## config.mk

```make
export PLATFORM = sky130hd
export DESIGN_NAME = mm_beat_counter
export DESIGN_NICKNAME = d
export VERILOG_FILES = /design/src/rtl/mm_pkg.sv /design/src/rtl/mm_beat_counter.sv
export SDC_FILE = /design/constraint.sdc
export NUM_CORES = 1
export LEC_CHECK = 0
export BUFFER_PORTS_ARGS = -buffer_cell sky130_fd_sc_hd__buf_2
export CAP_MARGIN = 30
export CORE_AREA = 4 4 41 43
export DETAILED_ROUTE_END_ITERATION = 8
export DIE_AREA = 0 0 45 47
export GPL_TIMING_DRIVEN = 0
export PLACE_DENSITY_LB_ADDON = 0.2
export SLEW_MARGIN = 10
export SYNTH_ARGS = -nofsm -noshare
export SYNTH_HDL_FRONTEND = slang
export SYNTH_SLANG_ARGS = --single-unit
export TNS_END_PERCENT = 50
```

## constraint.sdc

```tcl
create_clock -name ap_clk -period 1.2 [get_ports ap_clk]
set_input_delay 0.24 -clock ap_clk [delete_from_list [all_inputs] [get_ports ap_clk]]
set_output_delay 0.24 -clock ap_clk [all_outputs]
set_load 0.05 [all_outputs]
```

## src/rtl/mm_pkg.sv

```systemverilog
package mm_pkg;

  // Matrix and element sizes
  localparam int MM_SIZE   = 16;
  localparam int MM_DATA_W = 8;
  localparam int MM_ACC_W  = 20;
  localparam int MM_RES_W  = 16;

  // Memory bus sizes
  localparam int MM_ADDR_W = 64;
  localparam int MM_BUS_W  = MM_SIZE * MM_DATA_W;

  // Beat index must reach 2*SIZE
  localparam int MM_BEAT_W = $clog2(2 * MM_SIZE + 1);

  typedef logic [MM_ADDR_W-1:0]        gmem_addr_t;
  typedef logic [MM_BUS_W-1:0]         gmem_data_t;
  typedef logic signed [MM_ACC_W-1:0]  acc_t;
  typedef logic signed [MM_RES_W-1:0]  res_t;
  typedef logic [MM_BEAT_W-1:0]        beat_idx_t;

  // Job controller states
  typedef enum logic [3:0] {
    IDLE,
    RD_ACT_ADDR,
    RD_ACT_DATA,
    RD_WGT_ADDR,
    RD_WGT_DATA,
    COMPUTE,
    WR_ADDR,
    WR_DATA,
    WR_RESP,
    DONE
  } mm_state_e;

endpackage

```

## src/rtl/mm_beat_counter.sv

```systemverilog
`timescale 1ns/1ps

module mm_beat_counter #(
  parameter int SIZE = mm_pkg::MM_SIZE
) (
  input  logic              ap_clk,
  input  logic              ap_rst_n,
  input  logic              clear,
  input  logic              inc,
  input  mm_pkg::beat_idx_t limit,
  output mm_pkg::beat_idx_t cnt,
  output logic              last
);

  import mm_pkg::*;

  always_ff @(posedge ap_clk) begin
    if (!ap_rst_n) begin
      cnt <= '0;
    end else if (clear) begin
      cnt <= '0;
    end else if (inc) begin
      cnt <= cnt + 1'b1;
    end
  end

  assign last = (cnt == limit);

  // Phase limits come from the controller and bound the count in every state
  assert property (@(posedge ap_clk) disable iff (!ap_rst_n)
    (cnt <= limit) && (limit <= beat_idx_t'(2 * SIZE - 1)))
    else $error("beat count %0d beyond limit %0d", cnt, limit);

endmodule

```

==> results of run 1 <==
-- cells by family after synthesis --
logic type                 after synthesis
AOI/OAI and AO/OA                        2
xor gates and xnor gates                10
and+or+nand+nor                         13
DFF                                      6
adders and majority gates                1
muxes                                    1
-- tightest hold or removal path: stages --
cell,delay (ps)
buf_2,140
xnor2_1,70
nor2_1,70
-- through the flow --
| step | worst slack (ps) | TNS [ps] | util (%) |
|---|---|---|---|
| final | -222 | -222 | 41.9 |
| after CTS | -245 | -245 | 41.6 |
| after detailed placement | -194 | -194 | 33.8 |
| after floorplan | -269 | -269 | - |
| after global placement | -161 | -161 | 33.8 |
| after global routing | -308 | -322 | 41.9 |
-- area by class of cell --
class,count,area [sq um]
fill,151,756
sequential,6,140
timing repair buffer,20,130
clock buffer,4,26.3
tap,15,18.8
multi-input combinational,27,230
-- routing by layer --
| metal | share of wire, % | vias up | track usage, % | wire [um] |
|---|---|---|---|---|
| met1 | 44 | 132 | 10.3 | 355 |
| met4 | 0 | 0 | 5.26 | 0 |
| li1 | - | 159 | - | - |
| met3 | 11 | 0 | 4.60 | 93 |
| met2 | 45 | 12 | 14.7 | 362 |
| met5 | 0 | - | 0 | 0 |
-- repair_timing --
item	in CTS	in global routing
gates resized for setup	10	1
pin swaps	6	1
hold endpoints to repair	0	0
setup buffers	4	0
setup endpoints to repair	1	4
-- worst max-delay path by stage --
stage               slack [ps]           startpoint  endpoint
floorplan                 -270  cnt[0]$_SDFFE_PP0P_      last
global placement          -160  cnt[0]$_SDFFE_PP0P_      last
detailed placement        -190  cnt[0]$_SDFFE_PP0P_      last
CTS                       -250  cnt[2]$_SDFFE_PP0P_      last
global route              -310  cnt[2]$_SDFFE_PP0P_      last
finish                    -220  cnt[2]$_SDFFE_PP0P_      last
-- power by group through the flow --
stage                     Clock [W]  Sequential (W)  Combinational, W
after detailed placement          0        0.000201         0.0000568
after global routing       0.000230        0.000195         0.0000769
after CTS                  0.000213        0.000195         0.0000708
after floorplan                   0        0.000209         0.0000246
final                      0.000201        0.000195         0.0000705
after global placement            0        0.000201         0.0000565
-- cell usage in the layout, fill, tap and decap left out --
master	netlist	layout
xnor2_1	5	1
nor3_4	0	1
nand4_2	1	1
buf_2	0	11
clkbuf_4	0	3
dfxtp_4	0	5
or3_1	1	1
nand2_1	2	2
nand4_1	2	2
xnor2_2	0	4
nor2_1	5	5
xor2_1	5	5
dfxtp_2	0	1
buf_6	0	2
a21oi_1	1	1
nand2b_1	1	1
clkbuf_1	0	1
ha_1	1	1
buf_4	0	7
o21ai_0	1	1
mux2i_1	1	1
==> flow_metrics.py, run 1 <==
metrics = {
    "min_path": {
        "whs_endpoint": "cnt[0]$_SDFFE_PP0P_",
        "worstHoldStart": "inc",
        "holdPathStages": 3,
        "hp-class": "in -> reg",
    },
    "worst_setup_path": {
        "cp.arrival_ps": 1180,
        "crit_required_ps": 960,
        "cp_max_fo": 2,
        "slowest_delay_ps": 350,
        "r2r_end": "cnt[5]$_SDFFE_PP0P_",
        "worstSetupEndpointType": "primary output",
        "worstSetupPathDepth": 4,
        "crit_family": "flip-flops",
        "crit_chain": "xnor2_2 > nand4_1 > nor3_4 > buf_6",
        "critPathSlowestCell": "dfxtp_4",
        "r2r_slack_ps": 50,
        "ff2ff_path_depth": 4,
        "cp_num_buf_inv": 1,
        "worstSetupPathType": "reg -> out",
        "regToRegStartpoint": "cnt[2]$_SDFFE_PP0P_",
        "cp-start-kind": "flop",
    },
    "clocking": {
        "clockRootBuffer": "clkbuf_4",
        "cts_tree": "done",
        "insertion_delay_ps": 240,
        "cts_hold_buf": 0,
        "htreeDepth": 1,
        "clockBufferDepth": 2,
        "clkSlewWorstSetupHoldPaths_ps": 50,
        "cts.sink_count": 6,
        "numCtsBuffers": 3,
    },
    "placed_design": {
        "io_buffers": 16,
        "dp_cells": 64,
        "place_congestion": 0.716,
        "dpl_cell_area_sq_um": 439,
    },
    "cells_and_area": {
        "drive_above_1_share_pct": 61.4,
        "final_cell_area_sq_um": 546,
        "nets": 69,
        "top_register": "cnt",
        "largest_register_ffs": 6,
        "finalNonFillerCells": 72,
        "syn2layout_area_growth_pct": 76.5,
        "largest_registers": "cnt: 6 flops",
        "antenna_cells": 0,
    },
    "route": {
        "wl_um": 810,
        "drtIter0Drc": 2,
        "drt_pass1_iterations": 2,
        "drc_errors": 0,
        "wl_per_cell_um": 11.3,
        "vias": 303,
        "ant_nets": 0,
        "vias_per_cell": 4.21,
    },
    "synthesis": {
        "yosys.area.top_type_share_pct": 38.9,
        "synthTopCellsByArea": "dfxtp_1, xnor2_1, xor2_1",
        "synthMuxAreaShare_pct": 3.24,
        "seq_area_frac_synth_pct": 38.9,
        "syn_nets": 44,
        "yosys.area_share.simple_pct": 22.3,
        "synth_xor_area_share_pct": 28.3,
        "syn_avg_cell_area_sq_um": 9.37,
        "syn_inst": 33,
        "async_reset_ff_share_pct": 0,
        "synthFlopType": "dfxtp_1",
        "synthAdderAreaFrac_pct": 4.05,
        "synth.cell_area_sq_um": 309,
        "synth-compound-area-share_pct": 3.24,
        "synth_top_family_by_area": "XOR/XNOR gates",
        "yosys.area.top_type": "dfxtp_1",
        "yosys.cell_count.top_type": "dfxtp_1",
        "synth_common_cells": "dfxtp_1, nor2_1, xnor2_1, xor2_1",
        "yosysWarnings": 0,
        "synth_edf_count": 0,
        "ys_seq_elements": 6,
        "synth_cell_types": 14,
    },
    "timing": {
        "period_share_pct": 118,
        "final_hold_viol_count": 0,
        "rsz0062_at_grt": "true",
        "min_period_ps": 1420,
        "setup-violations-final": 1,
        "drv_slew": 0,
        "worstMarginPinSlew_ps": 254,
        "holdWs_ps": 314,
        "finClkSkew_ps": 4.69,
        "setup_ws_ps": -222,
        "fmax_mhz": 703,
        "maxSlewHeadroom_pct": 83.0,
    },
    "global_route": {
        "grt_pass1_wl_um": 1390,
        "grt_max_degree": 7,
        "grt-ovfl-total": 0,
        "grt_usage_pct": 9.35,
        "grt_pass1_vias": 323,
        "antenna_found_initial": 0,
    },
    "power_and_ir_drop": {
        "pwr-share-comb_pct": 15.1,
        "power_frac_seq_pct": 41.8,
        "leakagePower_nw": 0.257,
        "p_switching_w": 0.000114,
        "max-vdd-ir-drop_mv": 0.458,
        "p_per_area_nw_per_um2": 856,
        "power_w": 0.000467,
        "clkPwrFrac_pct": 43.1,
        "p_int_w": 0.000353,
        "swShare_pct": 24.3,
    },
    "floorplanning": {
        "coreArea_sq_um": 1300,
        "ios": 17,
        "rows": 13,
        "die_w_um": 45,
        "fp.dieArea_sq_um": 2120,
        "die_h_um": 47,
        "initial_core_util_pct": 23.7,
    },
    "outcome": {
        "status": "complete, but fails checks",
        "violations": "negative setup slack",
    },
    "flow_run": {
        "cap_violations": 0,
    },
}
Note: power is estimated with default switching activity, not from simulation.
==> run 2, diff against run 1 <==
- CELL_PAD_IN_SITES_DETAIL_PLACEMENT: unset -> 1
- CELL_PAD_IN_SITES_GLOBAL_PLACEMENT: unset -> 1
==> run 2 against run 1 <==
Effect of this change:
- the flow still finishes with violations (negative setup slack)
- hold slack improved by 37 ps
- maximum frequency fell by 0.15%
- die area did not move
- final cell count fell by 1.4%
- highest routed layer is now met4
- cell area rose by 0.46%
- first-iteration DRC count fell by 100%
- clock skew rose by 1.9 ps
- clock power rose by 2%
- critical endpoint unchanged
- register-to-register slack barely moved
- flip-flop and latch count did not move
==> flow_metrics.py, run 2 (same netlist as run 1, synthesis figures left out) <==
metrics = {
    "timing": {
        "setup-violations-final": 1,
        "final_hold_viol_count": 0,
        "maxSlewHeadroom_pct": 83.1,
        "min_period_ps": 1420,
        "rsz0062_at_grt": "true",
        "period_share_pct": 119,
        "fmax_mhz": 702,
        "worstMarginPinSlew_ps": 253,
        "drv_slew": 0,
        "finClkSkew_ps": 6.59,
        "tns_ps": -224,
        "setup_ws_ps": -224,
    },
    "worst_setup_path": {
        "critPathSlowestCell": "dfxtp_4",
        "ff2ff_path_depth": 4,
        "cp_num_buf_inv": 1,
        "r2r_slack_ps": 50,
        "critical_path.endpoint": "last",
        "cp_max_fo": 5,
        "r2r_end": "cnt[5]$_SDFFE_PP0P_",
        "worstSetupPathType": "reg -> out",
        "regToRegStartpoint": "cnt[2]$_SDFFE_PP0P_",
        "crit_family": "flip-flops",
        "crit_required_ps": 960,
        "cp.arrival_ps": 1180,
        "crit_chain": "xnor2_2 > nand4_1 > nor3_4 > buf_6",
        "slowest_delay_ps": 370,
        "worstSetupEndpointType": "primary output",
        "crit_start": "cnt[3]$_SDFFE_PP0P_",
        "cp-start-kind": "flop",
        "worstSetupPathDepth": 4,
    },
    "power_and_ir_drop": {
        "p_per_area_nw_per_um2": 865,
        "swShare_pct": 25.2,
        "pwr-share-comb_pct": 15.6,
        "p_int_w": 0.000355,
        "clkPwrFrac_pct": 43.2,
        "power_frac_seq_pct": 41.2,
        "leakagePower_nw": 0.248,
        "max-vdd-ir-drop_mv": 0.368,
        "p_switching_w": 0.000120,
    },
    "route": {
        "drc_errors": 0,
        "wl_um": 866,
        "vias_per_cell": 4.56,
        "drtIter0Drc": 0,
        "vias": 324,
        "drt_pass1_iterations": 1,
        "wl_per_cell_um": 12.2,
        "ant_nets": 0,
    },
    "flow_run": {
        "cap_violations": 0,
    },
    "cells_and_area": {
        "syn2layout_area_growth_pct": 77.3,
        "antenna_cells": 0,
        "mostFrequentLayoutCells": "buf_2, xor2_1, nor2_1, dfxtp_4",
        "top_register": "cnt",
        "post-route-util_pct": 42.1,
        "final_common_cell": "buf_2",
        "largest_register_ffs": 6,
        "drive_above_1_share_pct": 60.7,
        "largest_registers": "cnt: 6 flops",
        "nets": 68,
    },
    "floorplanning": {
        "die_w_um": 45,
        "initial_core_util_pct": 23.7,
        "coreArea_sq_um": 1300,
        "ios": 17,
        "die_h_um": 47,
        "rows": 13,
        "fp.dieArea_sq_um": 2120,
    },
    "clocking": {
        "insertion_delay_ps": 250,
        "clockRootBuffer": "clkbuf_4",
        "clockBufferDepth": 2,
        "clkSlewWorstSetupHoldPaths_ps": 50,
        "cts_tree": "done",
        "htreeDepth": 1,
        "cts.sink_count": 6,
        "numCtsBuffers": 3,
    },
    "global_route": {
        "antenna_found_initial": 0,
        "grt_usage_pct": 10.1,
        "grt_max_degree": 7,
        "grt_pass1_wl_um": 1440,
        "grt-ovfl-total": 0,
        "grt_pass1_vias": 340,
    },
    "outcome": {
        "violations": "negative setup slack",
        "status": "complete, but fails checks",
    },
    "min_path": {
        "hp-class": "in -> reg",
    },
    "placed_design": {
        "io_buffers": 16,
        "place_congestion": 0.675,
        "dp_hpwl_um": 682,
    },
}
[run 2: power by group through the flow]
stage	clock network, W	registers [W]	logic, W
floorplan	0	0.000209	0.0000246
global placement	0	0.000201	0.0000555
detailed placement	0	0.000201	0.0000584
CTS	0.000217	0.000195	0.0000725
global route	0.000227	0.000195	0.0000809
finish	0.000205	0.000195	0.0000742
[run 2: worst min path at each step]
stage	startpoint	to	slack (ps)	cells past startpoint
3_3_place_gp	cnt[5]$_SDFFE_PP0P_	cnt[5]$_SDFFE_PP0P_	480	2
3_5_place_dp	cnt[5]$_SDFFE_PP0P_	cnt[5]$_SDFFE_PP0P_	500	2
2_1_floorplan	inc	cnt[0]$_SDFFE_PP0P_	380	2
6_report	inc	cnt[1]$_SDFFE_PP0P_	350	3
4_1_cts	inc	cnt[1]$_SDFFE_PP0P_	320	3
5_1_grt	inc	cnt[0]$_SDFFE_PP0P_	360	3
[run 2: metal layers]
metal	global-route usage (%)	up-vias	part of all wire, %
met1	10.8	150	39
li1	-	160	-
met3	2.68	2	8.7
met4	8.77	0	0.46
met5	0	-	0
met2	16.7	12	51
[run 2: worst min-delay path: stages]
cell	delay (ps)
buf_2	160
mux2i_1	90
nor2_1	70
[run 2: per-stage QoR]
| step | worst slack, ps | std cells | total power [W] | hold slack [ps] | instance area, sq um |
|---|---|---|---|---|---|
| finish | -224 | 71 | 0.000474 | 351 | 548 |
| detailed placement | -198 | 64 | 0.000259 | 504 | 439 |
| global route | -296 | 71 | 0.000503 | 364 | 548 |
| floorplan | -269 | 33 | 0.000233 | 376 | 340 |
| global placement | -156 | 64 | 0.000256 | 476 | 439 |
| CTS | -243 | 71 | 0.000485 | 324 | 532 |
[run 2: layout make-up]
cell class	count	area, sq um
clock buffer	4	26.3
fill	155	753
multi-input combinational	27	239
sequential	6	140
tap	15	18.8
timing repair buffer	19	124
[run 2: timing repair]
action / CTS / global route
setup buffers: 3 / 0
pin swaps: 6 / 2
resized for setup: 9 / 3
hold buffers: 0 / 0
setup endpoints to repair: 1 / 4
