===== src/rtl/mm_pkg.sv =====
package mm_pkg;

  // Matrix and element sizes
  localparam int MM_SIZE   = 16;
  localparam int MM_DATA_W = 8;
  localparam int MM_ACC_W  = 20;
  localparam int MM_RES_W  = 16;

  // Memory bus sizes
  localparam int MM_ADDR_W = 64;
  localparam int MM_BUS_W  = MM_SIZE * MM_DATA_W;

  // Beat index must reach 2*SIZE
  localparam int MM_BEAT_W = $clog2(2 * MM_SIZE + 1);

  typedef logic [MM_ADDR_W-1:0]        gmem_addr_t;
  typedef logic [MM_BUS_W-1:0]         gmem_data_t;
  typedef logic signed [MM_ACC_W-1:0]  acc_t;
  typedef logic signed [MM_RES_W-1:0]  res_t;
  typedef logic [MM_BEAT_W-1:0]        beat_idx_t;

  // Job controller states
  typedef enum logic [3:0] {
    IDLE,
    RD_ACT_ADDR,
    RD_ACT_DATA,
    RD_WGT_ADDR,
    RD_WGT_DATA,
    COMPUTE,
    WR_ADDR,
    WR_DATA,
    WR_RESP,
    DONE
  } mm_state_e;

endpackage


===== src/rtl/mm_operand_buffer.sv =====
`timescale 1ns/1ps

module mm_operand_buffer #(
  parameter int SIZE = mm_pkg::MM_SIZE
) (
  input  logic                                ap_clk,
  input  logic                                wr_en,
  input  mm_pkg::beat_idx_t                   wr_addr,
  input  logic [SIZE*mm_pkg::MM_DATA_W-1:0]   wr_data,
  input  mm_pkg::beat_idx_t                   rd_addr,
  output logic [SIZE*mm_pkg::MM_DATA_W-1:0]   rd_data
);

  import mm_pkg::*;

  localparam int AW = (SIZE > 1) ? $clog2(SIZE) : 1;

  // One operand word per beat, SIZE beats per matrix
  logic [SIZE*MM_DATA_W-1:0] mem [SIZE];

  always_ff @(posedge ap_clk) begin
    if (wr_en) begin
      mem[wr_addr[AW-1:0]] <= wr_data;
    end
    rd_data <= mem[rd_addr[AW-1:0]];
  end

endmodule


===== config.mk =====
export PLATFORM = sky130hd
export DESIGN_NAME = mm_operand_buffer
export DESIGN_NICKNAME = d
export VERILOG_FILES = /design/src/rtl/mm_pkg.sv /design/src/rtl/mm_operand_buffer.sv
export SDC_FILE = /design/constraint.sdc
export NUM_CORES = 1
export LEC_CHECK = 0
export ABC_AREA = 0
export BUFFER_PORTS_ARGS = -buffer_cell sky130_fd_sc_hd__clkbuf_2
export CELL_PAD_IN_SITES_DETAIL_PLACEMENT = 0
export CELL_PAD_IN_SITES_GLOBAL_PLACEMENT = 1
export CORE_MARGIN = 3
export CORE_UTILIZATION = 55
export DETAILED_ROUTE_END_ITERATION = 8
export GPL_ROUTABILITY_DRIVEN = 0
export GPL_TIMING_DRIVEN = 0
export PLACE_DENSITY = 0.76
export SYNTH_ARGS = -nofsm -noshare
export SYNTH_HDL_FRONTEND = slang
export SYNTH_SLANG_ARGS = --single-unit

===== constraint.sdc =====
create_clock -name ap_clk -period 16.2 [get_ports ap_clk]
set_input_delay 4.86 -clock ap_clk [delete_from_list [all_inputs] [get_ports ap_clk]]
set_output_delay 4.86 -clock ap_clk [all_outputs]
set_load 0.02 [all_outputs]

==> results.tsv, run 1 <==
stage	metric	value	unit
run_status	status	completed	
sta	Final Cycle Share	0.427	
logic_synthesis	predominant post-synthesis flop cell	edfxtp_1	
setup_path	R2R cell count	3	
setup_path	startpoint class of the critical path	input port	
setup_path	setup slack, reg-to-reg	14.69	ns
cts	H-tree lvl count	4	
die	total core area	0.142	sq mm
cts	clk slew on worst S/H paths	0.06	ns
place	Post-Place Cell Area	0.0858	sq mm
cts	CTS tree	done	
logic_synthesis	Syn Area/Cell	23.7	sq um
sta	final hold vios	0	
cts	post_cts resized	0	
power	total power	0.0119	W
power	PwrDens	128	mW/mm^2
sta	setup ws final	9.28	ns
sta	crit path time final	6.92	ns
setup_path	CP Capture Type	flip-flop	
die	Ports	270	
min_path	Hold Crit Depth	3	
global_route	final global-route overflow total	0	
logic_synthesis	synthesized netlist cell count	3357	
power	Leak	30.3	nW
flow_run	max_cap viols	0	
min_path	worst hold-check path type	flip-flop to flip-flop	
logic_synthesis	Post-synth ARST share	0	
logic_synthesis	Syn Nets	3499	
sta	final setup fails	0	
detailed_routing	DRT antenna net count	0	
setup_path	CP required	16.92	ns
logic_synthesis	sequential area share after synthesis	0.806	
final_layout	Fill cells	9143	
die	Die X-Extent	386	um
min_path	hold endpoint	rd_data[102]$_DFF_P_	
logic_synthesis	Yosys cell types	25	
sta	Peak Freq	144	MHz
cts	hold buffer count at cts	0	
final_layout	final net count	4127	
place	pre-CTS setup slack	8.42	ns
global_route	initial antenna violation count	28	
setup_path	CP max-delay cell	clkbuf_1	
detailed_routing	Detailed Route Iter0 Violations	4711	
setup_path	kind of critical path	input port to flip-flop	
logic_synthesis	FF+latch count, synth	2176	
detailed_routing	routed vias	38200	
die	Initial Util	0.558	
setup_path	worst-path maximum fanout	10	
setup_path	Crit path top cell by count	clkbuf_1	
logic_synthesis	Post-Syn Area	0.0794	sq mm
power	Peak supply drop	0.0000912	V
detailed_routing	Via density	6.30	
die	std cell rows	138	
final_layout	share of cells above drive strength 1	0.335	
logic_synthesis	Post-synth EDFFs	2048	
global_route	largest net degree at the start of global routing	26	
setup_path	biggest cell delay along the critical path	0.98	ns
cts	Clock Root Buffer	clkbuf_16	
sta	setup_tns	0	ns
logic_synthesis	Yosys warning total	0	
place	Port Buffers	263	
setup_path	crit path cell chain	clkbuf_2, buf_2, nor2b_1, clkbuf_1, clkbuf_1, a22oi_1, nand2_1	
cts	Post-CTS Setup Bufs	0	
cts	CTS buffer count	209	
cts	Worst-Skew Late Latency	0.84	ns
setup_path	r2r endpoint	rd_data[110]$_DFF_P_	
global_route	total track usage	0.260	
min_path	HP Start	mem[15][102]$_DFFE_PP_	
die	Die Area	0.149	sq mm
global_route	first-pass GRT wire length	273000	um
global_route	vias in the first global route	38700	
detailed_routing	drt wl/cell	31.4	um
sta	Slew @ Worst Pin	1.38	ns
setup_path	crit path DAT	7.65	ns
sta	Max Slew Vio Count	0	
sta	post-route clock skew	0.0366	ns
cts	clk sinks	2176	
die	die height	386	um
detailed_routing	DR pass1 iterations	5	
cts	clock buffer depth	3	
sta	Slew headroom	0.0818	
setup_path	reg-to-reg startpoint	mem[7][110]$_DFFE_PP_	
final_layout	Final Cell Area	0.0929	sq mm
final_layout	area delta synth->final	16.9	%
detailed_routing	Residual DRC	0	
detailed_routing	drt total wl	190000	um
place	dpl hpwl	121000	um
sta	RSZ-0062 raised after global routing	false	
## routing by layer
metal | track usage | part of all wire
met2 | 0.398 | 0.47
met3 | 0.0712 | 0.10
met5 | 0 | 0.00072
met4 | 0.0754 | 0.025
met1 | 0.374 | 0.40
## worst max-delay path, delay by kind of cell
kind            cells  cell delay (ns)
buf+inv             4             2.20
simple gates        2             0.36
compound gates      1             0.22
## registers in the layout (all words and copies together), names as in the netlist
| name | flops |
|---|---|
| mem | 2048 |
| rd_data | 128 |
## worst max-delay path by stage
stage | startpoint | endpoint | slack [ns]
4_1_cts | rd_addr[2] | rd_data[1]$_DFF_P_ | 9.28
3_3_place_gp | wr_en | mem[12][102]$_DFFE_PP_ | -10.06
3_5_place_dp | rd_addr[2] | rd_data[1]$_DFF_P_ | 8.42
5_1_grt | rd_addr[2] | rd_data[22]$_DFF_P_ | 9.21
2_1_floorplan | wr_addr[2] | mem[0][0]$_DFFE_PP_ | 1.41
6_report | rd_addr[2] | rd_data[35]$_DFF_P_ | 9.28
## kinds of logic (layout without fill, tap and decap cells)
| family | count (synthesis) | in the layout | share of synthesized area |
|---|---|---|---|
| DFF | 2176 | 2176 | 0.806 |
| muxes | 565 | 565 | 0.147 |
| AOI/OAI and AO/OA | 273 | 273 | 0.0259 |
| buffers and inverters | 176 | 984 | 0.0108 |
| and+or+nand+nor | 167 | 167 | 0.00967 |
| other | 0 | 16 | 0 |
## placed cells by master (no fill, tap or decap), types with 2 or more instances in the layout
cell type   synthesis  layout
edfxtp_1         2048    2048
mux4_2            477     477
clkbuf_2            0     263
clkbuf_16           0     217
a22oi_1           215     215
dfxtp_1           128     128
clkbuf_1           65     108
nand2_1            95      95
buf_2              86      86
buf_12              0      67
mux2_2             64      64
buf_6               6      61
clkinv_2            0      39
clkinv_1            0      34
nor2b_1            29      29
mux2i_1            24      24
clkbuf_8            0      24
o221ai_1           23      23
buf_4              12      21
bufinv_16           0      21
o21ai_0            17      17
diode_2             0      16
nand2b_1           16      16
buf_16              0      14
a221oi_1           12      12
nor2_4              0      12
buf_8               0       9
buf_1               7       7
o22a_1              6       6
inv_6               0       5
nor3_2              0       4
and2_1              3       3
nor2_1             15       2
nand3b_1            2       2
inv_16              0       2
clkinvlp_4          0       2
clkinv_8            0       2
## report_power, final
part	switching (W)	internal (W)	leakage [nW]
sequential	0.0000447	0.00629	19.6
clock	0.00204	0.00289	3.47
combinational	0.000396	0.000240	7.26
total	0.00249	0.00942	30.3
## cells in the mapped netlist (6+ instances only)
cell | number | area, sq um
nand2b_1 | 16 | 100
mux2i_1 | 24 | 240
buf_2 | 86 | 430
buf_6 | 6 | 67.6
o221ai_1 | 23 | 201
o21ai_0 | 17 | 85.1
nor2b_1 | 29 | 181
nor2_1 | 15 | 56.3
clkbuf_1 | 65 | 244
edfxtp_1 | 2048 | 61500
buf_4 | 12 | 90.1
nand2_1 | 95 | 357
a221oi_1 | 12 | 105
buf_1 | 7 | 26.3
dfxtp_1 | 128 | 2560
mux2_2 | 64 | 721
mux4_2 | 477 | 10700
a22oi_1 | 215 | 1610
o22a_1 | 6 | 52.6
## metrics by stage
step	hold slack (ns)	std cells	utilization
floorplan	0.635	3357	-
global placement	0.645	5510	0.584
detailed placement	0.650	5664	0.602
CTS	0.657	6055	0.652
global route	0.677	6059	0.652
finish	0.654	6071	0.652
## cell type report
cell class,instances,area [sq um],area share
sequential,2176,64100,0.690
multi-input combinational,1005,14600,0.158
clock buffer,284,5920,0.0638
timing repair buffer,417,3860,0.0416
tap,1890,2360,0.0255
clock inverter,107,1120,0.0121
buffer,176,858,0.00924
antenna,16,40.0,0.000431
Note: power is estimated with default switching activity, not from simulation.
==> run 2: changes to the inputs <==
Clock period 16.2 ns to 6.5 ns, I/O delays scaled along.
==> run 2 against run 1 <==
Against the previous run: count of clock-buffer cells in the layout grew 19; first-iteration DRC count shrank 3.6%; worst setup slack lost 6.8 ns; critical path type unchanged; critical endpoint is now rd_data[17]$_DFF_P_; largest power group unchanged.
==> results.tsv, run 2 (synthesized netlist as in run 1, its figures left out) <==
stage	metric	value	unit	change
die	total core area	0.142	sq mm	unchanged
detailed_routing	routed vias	37800		-1.0%
min_path	worst hold-check path type	flip-flop to flip-flop		
final_layout	most frequent cells in the layout	edfxtp_1 (2048), mux4_2 (477), clkbuf_2 (264)		
sta	final setup fails	0		unchanged
final_layout	area delta synth->final	16.7	%	
setup_path	kind of critical path	input port to flip-flop		
final_layout	share of cells above drive strength 1	0.327		-0.00773
detailed_routing	Detailed Route Iter0 Violations	4540		-3.6%
die	Die Area	0.149	sq mm	unchanged
cts	post_cts resized	0		unchanged
global_route	total track usage	0.258		-0.00283
place	Post-Place Cell Area	0.0859	sq mm	+0.12%
cts	Post-CTS Setup Bufs	0		unchanged
sta	final hold vios	0		unchanged
final_layout	Fill cells	9173		+0.33%
place	dpl hpwl	118000	um	-2.6%
setup_path	crit path cell chain	clkbuf_1, and2_1, clkbuf_1, clkbuf_1, a22oi_1, nand2_1		
setup_path	Crit path top cell by count	clkbuf_1		
global_route	vias in the first global route	38300		-0.92%
sta	crit path time final	4.03	ns	
detailed_routing	DRT antenna net count	0		unchanged
place	pre-CTS setup slack	1.52	ns	-6.91 ns
setup_path	worst-path maximum fanout	10		unchanged
global_route	final global-route overflow total	0		unchanged
sta	Slew headroom	0.0443		-0.0375
flow_run	max_cap viols	0		unchanged
final_layout	final net count	4092		-0.85%
place	Port Buffers	263		unchanged
run_status	status	completed		
final_layout	multi-input logic area	0.0147	sq mm	+0.17%
cts	hold buffer count at cts	0		unchanged
cts	CTS buffer count	209		unchanged
detailed_routing	Via density	6.26		-0.51%
cts	clock buffer depth	3		unchanged
cts	Clock Root Buffer	clkbuf_16		
sta	Peak Freq	248	MHz	
detailed_routing	DR pass1 iterations	5		unchanged
final_layout	FF/Latch Area	0.0641	sq mm	unchanged
setup_path	CP Capture Type	flip-flop		
cts	CTS tree	done		
sta	Final Cycle Share	0.620		
global_route	first-pass GRT wire length	271000	um	-0.63%
detailed_routing	drt wl/cell	31.2	um	-0.64%
die	std cell rows	138		unchanged
cts	H-tree lvl count	4		unchanged
setup_path	CP required	7.22	ns	-9.70 ns
setup_path	crit path DAT	4.75	ns	-2.90 ns
cts	Worst-Skew Late Latency	0.83	ns	about the same
power	Peak supply drop	0.000226	V	+150%
cts	clk slew on worst S/H paths	0.06	ns	about the same
final_layout	commonest non-fill, non-tap cell in the layout	edfxtp_1		
power	Leak	30.1	nW	-0.64%
sta	setup ws final	2.47	ns	-6.80 ns
sta	RSZ-0062 raised after global routing	false		
setup_path	Top delay family on crit path	buffers and inverters		
die	die height	386	um	unchanged
global_route	largest net degree at the start of global routing	24		-7.7%
cts	clk sinks	2176		unchanged
die	Initial Util	0.558		unchanged
detailed_routing	Residual DRC	0		unchanged
setup_path	startpoint class of the critical path	input port		
power	PwrDens	315	mW/mm^2	+150%
detailed_routing	drt total wl	188000	um	-1.2%
sta	Slew @ Worst Pin	1.43	ns	+0.0563 ns
final_layout	Final Cell Area	0.0927	sq mm	-0.16%
sta	Max Slew Vio Count	0		unchanged
die	Die X-Extent	386	um	unchanged
setup_path	biggest cell delay along the critical path	1.01	ns	+0.03 ns
die	Ports	270		unchanged
final_layout	number of flip-flops in the largest register	2048		unchanged
sta	post-route clock skew	0.0418	ns	+0.00520 ns
setup_path	CP max-delay cell	clkbuf_1		
global_route	initial antenna violation count	24		-14%
setup_path	Bufs and invs on worst path	3		-1
==> run 2: final cells by class <==
class,instances,area share
Clock inverter,90,0.00928
Tap cell,1890,0.0255
Clock buffer,303,0.0639
Antenna cell,18,0.000486
Multi-Input combinational cell,1005,0.158
Timing Repair Buffer,382,0.0425
Sequential cell,2176,0.691
Buffer,176,0.00927
==> run 2: worst paths after layout <==
kind | startpoint | to | slack [ns] | cells after the start
max | rd_addr[3] | rd_data[17]$_DFF_P_ | 2.47 | 6
min | mem[6][49]$_DFFE_PP_ | rd_data[49]$_DFF_P_ | 0.65 | 3
max reg2reg | mem[4][121]$_DFFE_PP_ | rd_data[121]$_DFF_P_ | 4.93 | 3
min reg2reg | mem[6][49]$_DFFE_PP_ | rd_data[49]$_DFF_P_ | 0.65 | 3
==> run 2: per-layer routing <==
layer | up-vias | track usage | part of all wire
li1 | 15600 | - | -
met1 | 20200 | 0.377 | 0.40
met2 | 1798 | 0.398 | 0.48
met3 | 254 | 0.0595 | 0.094
met4 | 12 | 0.0694 | 0.022
met5 | - | 0 | 0.00045
==> run 2: metrics by stage <==
stage	std cells	total power, W	hold WS, ns	utilization	TNS, ns
after floorplan	3357	0.0169	0.635	-	-2821.12
after global placement	5510	0.0177	0.650	0.584	-
after detailed placement	5629	0.0177	0.652	0.603	0
after CTS	6022	0.0294	0.644	0.651	0
after global routing	6027	0.0301	0.682	0.651	0
final	6040	0.0292	0.649	0.651	0
==> run 2: power breakdown <==
part           switching (W)  internal (W)  total (W)
clock network        0.00509       0.00674     0.0118
registers           0.000113        0.0157     0.0158
logic               0.000989      0.000602    0.00159
total                0.00620        0.0230     0.0292
==> run 2: tightest hold or removal path, stage by stage, from the launching register on <==
cell and delay, ns:
edfxtp_1 0.32, mux4_2 0.22, a22oi_1 0.06, nand2_1 0.06
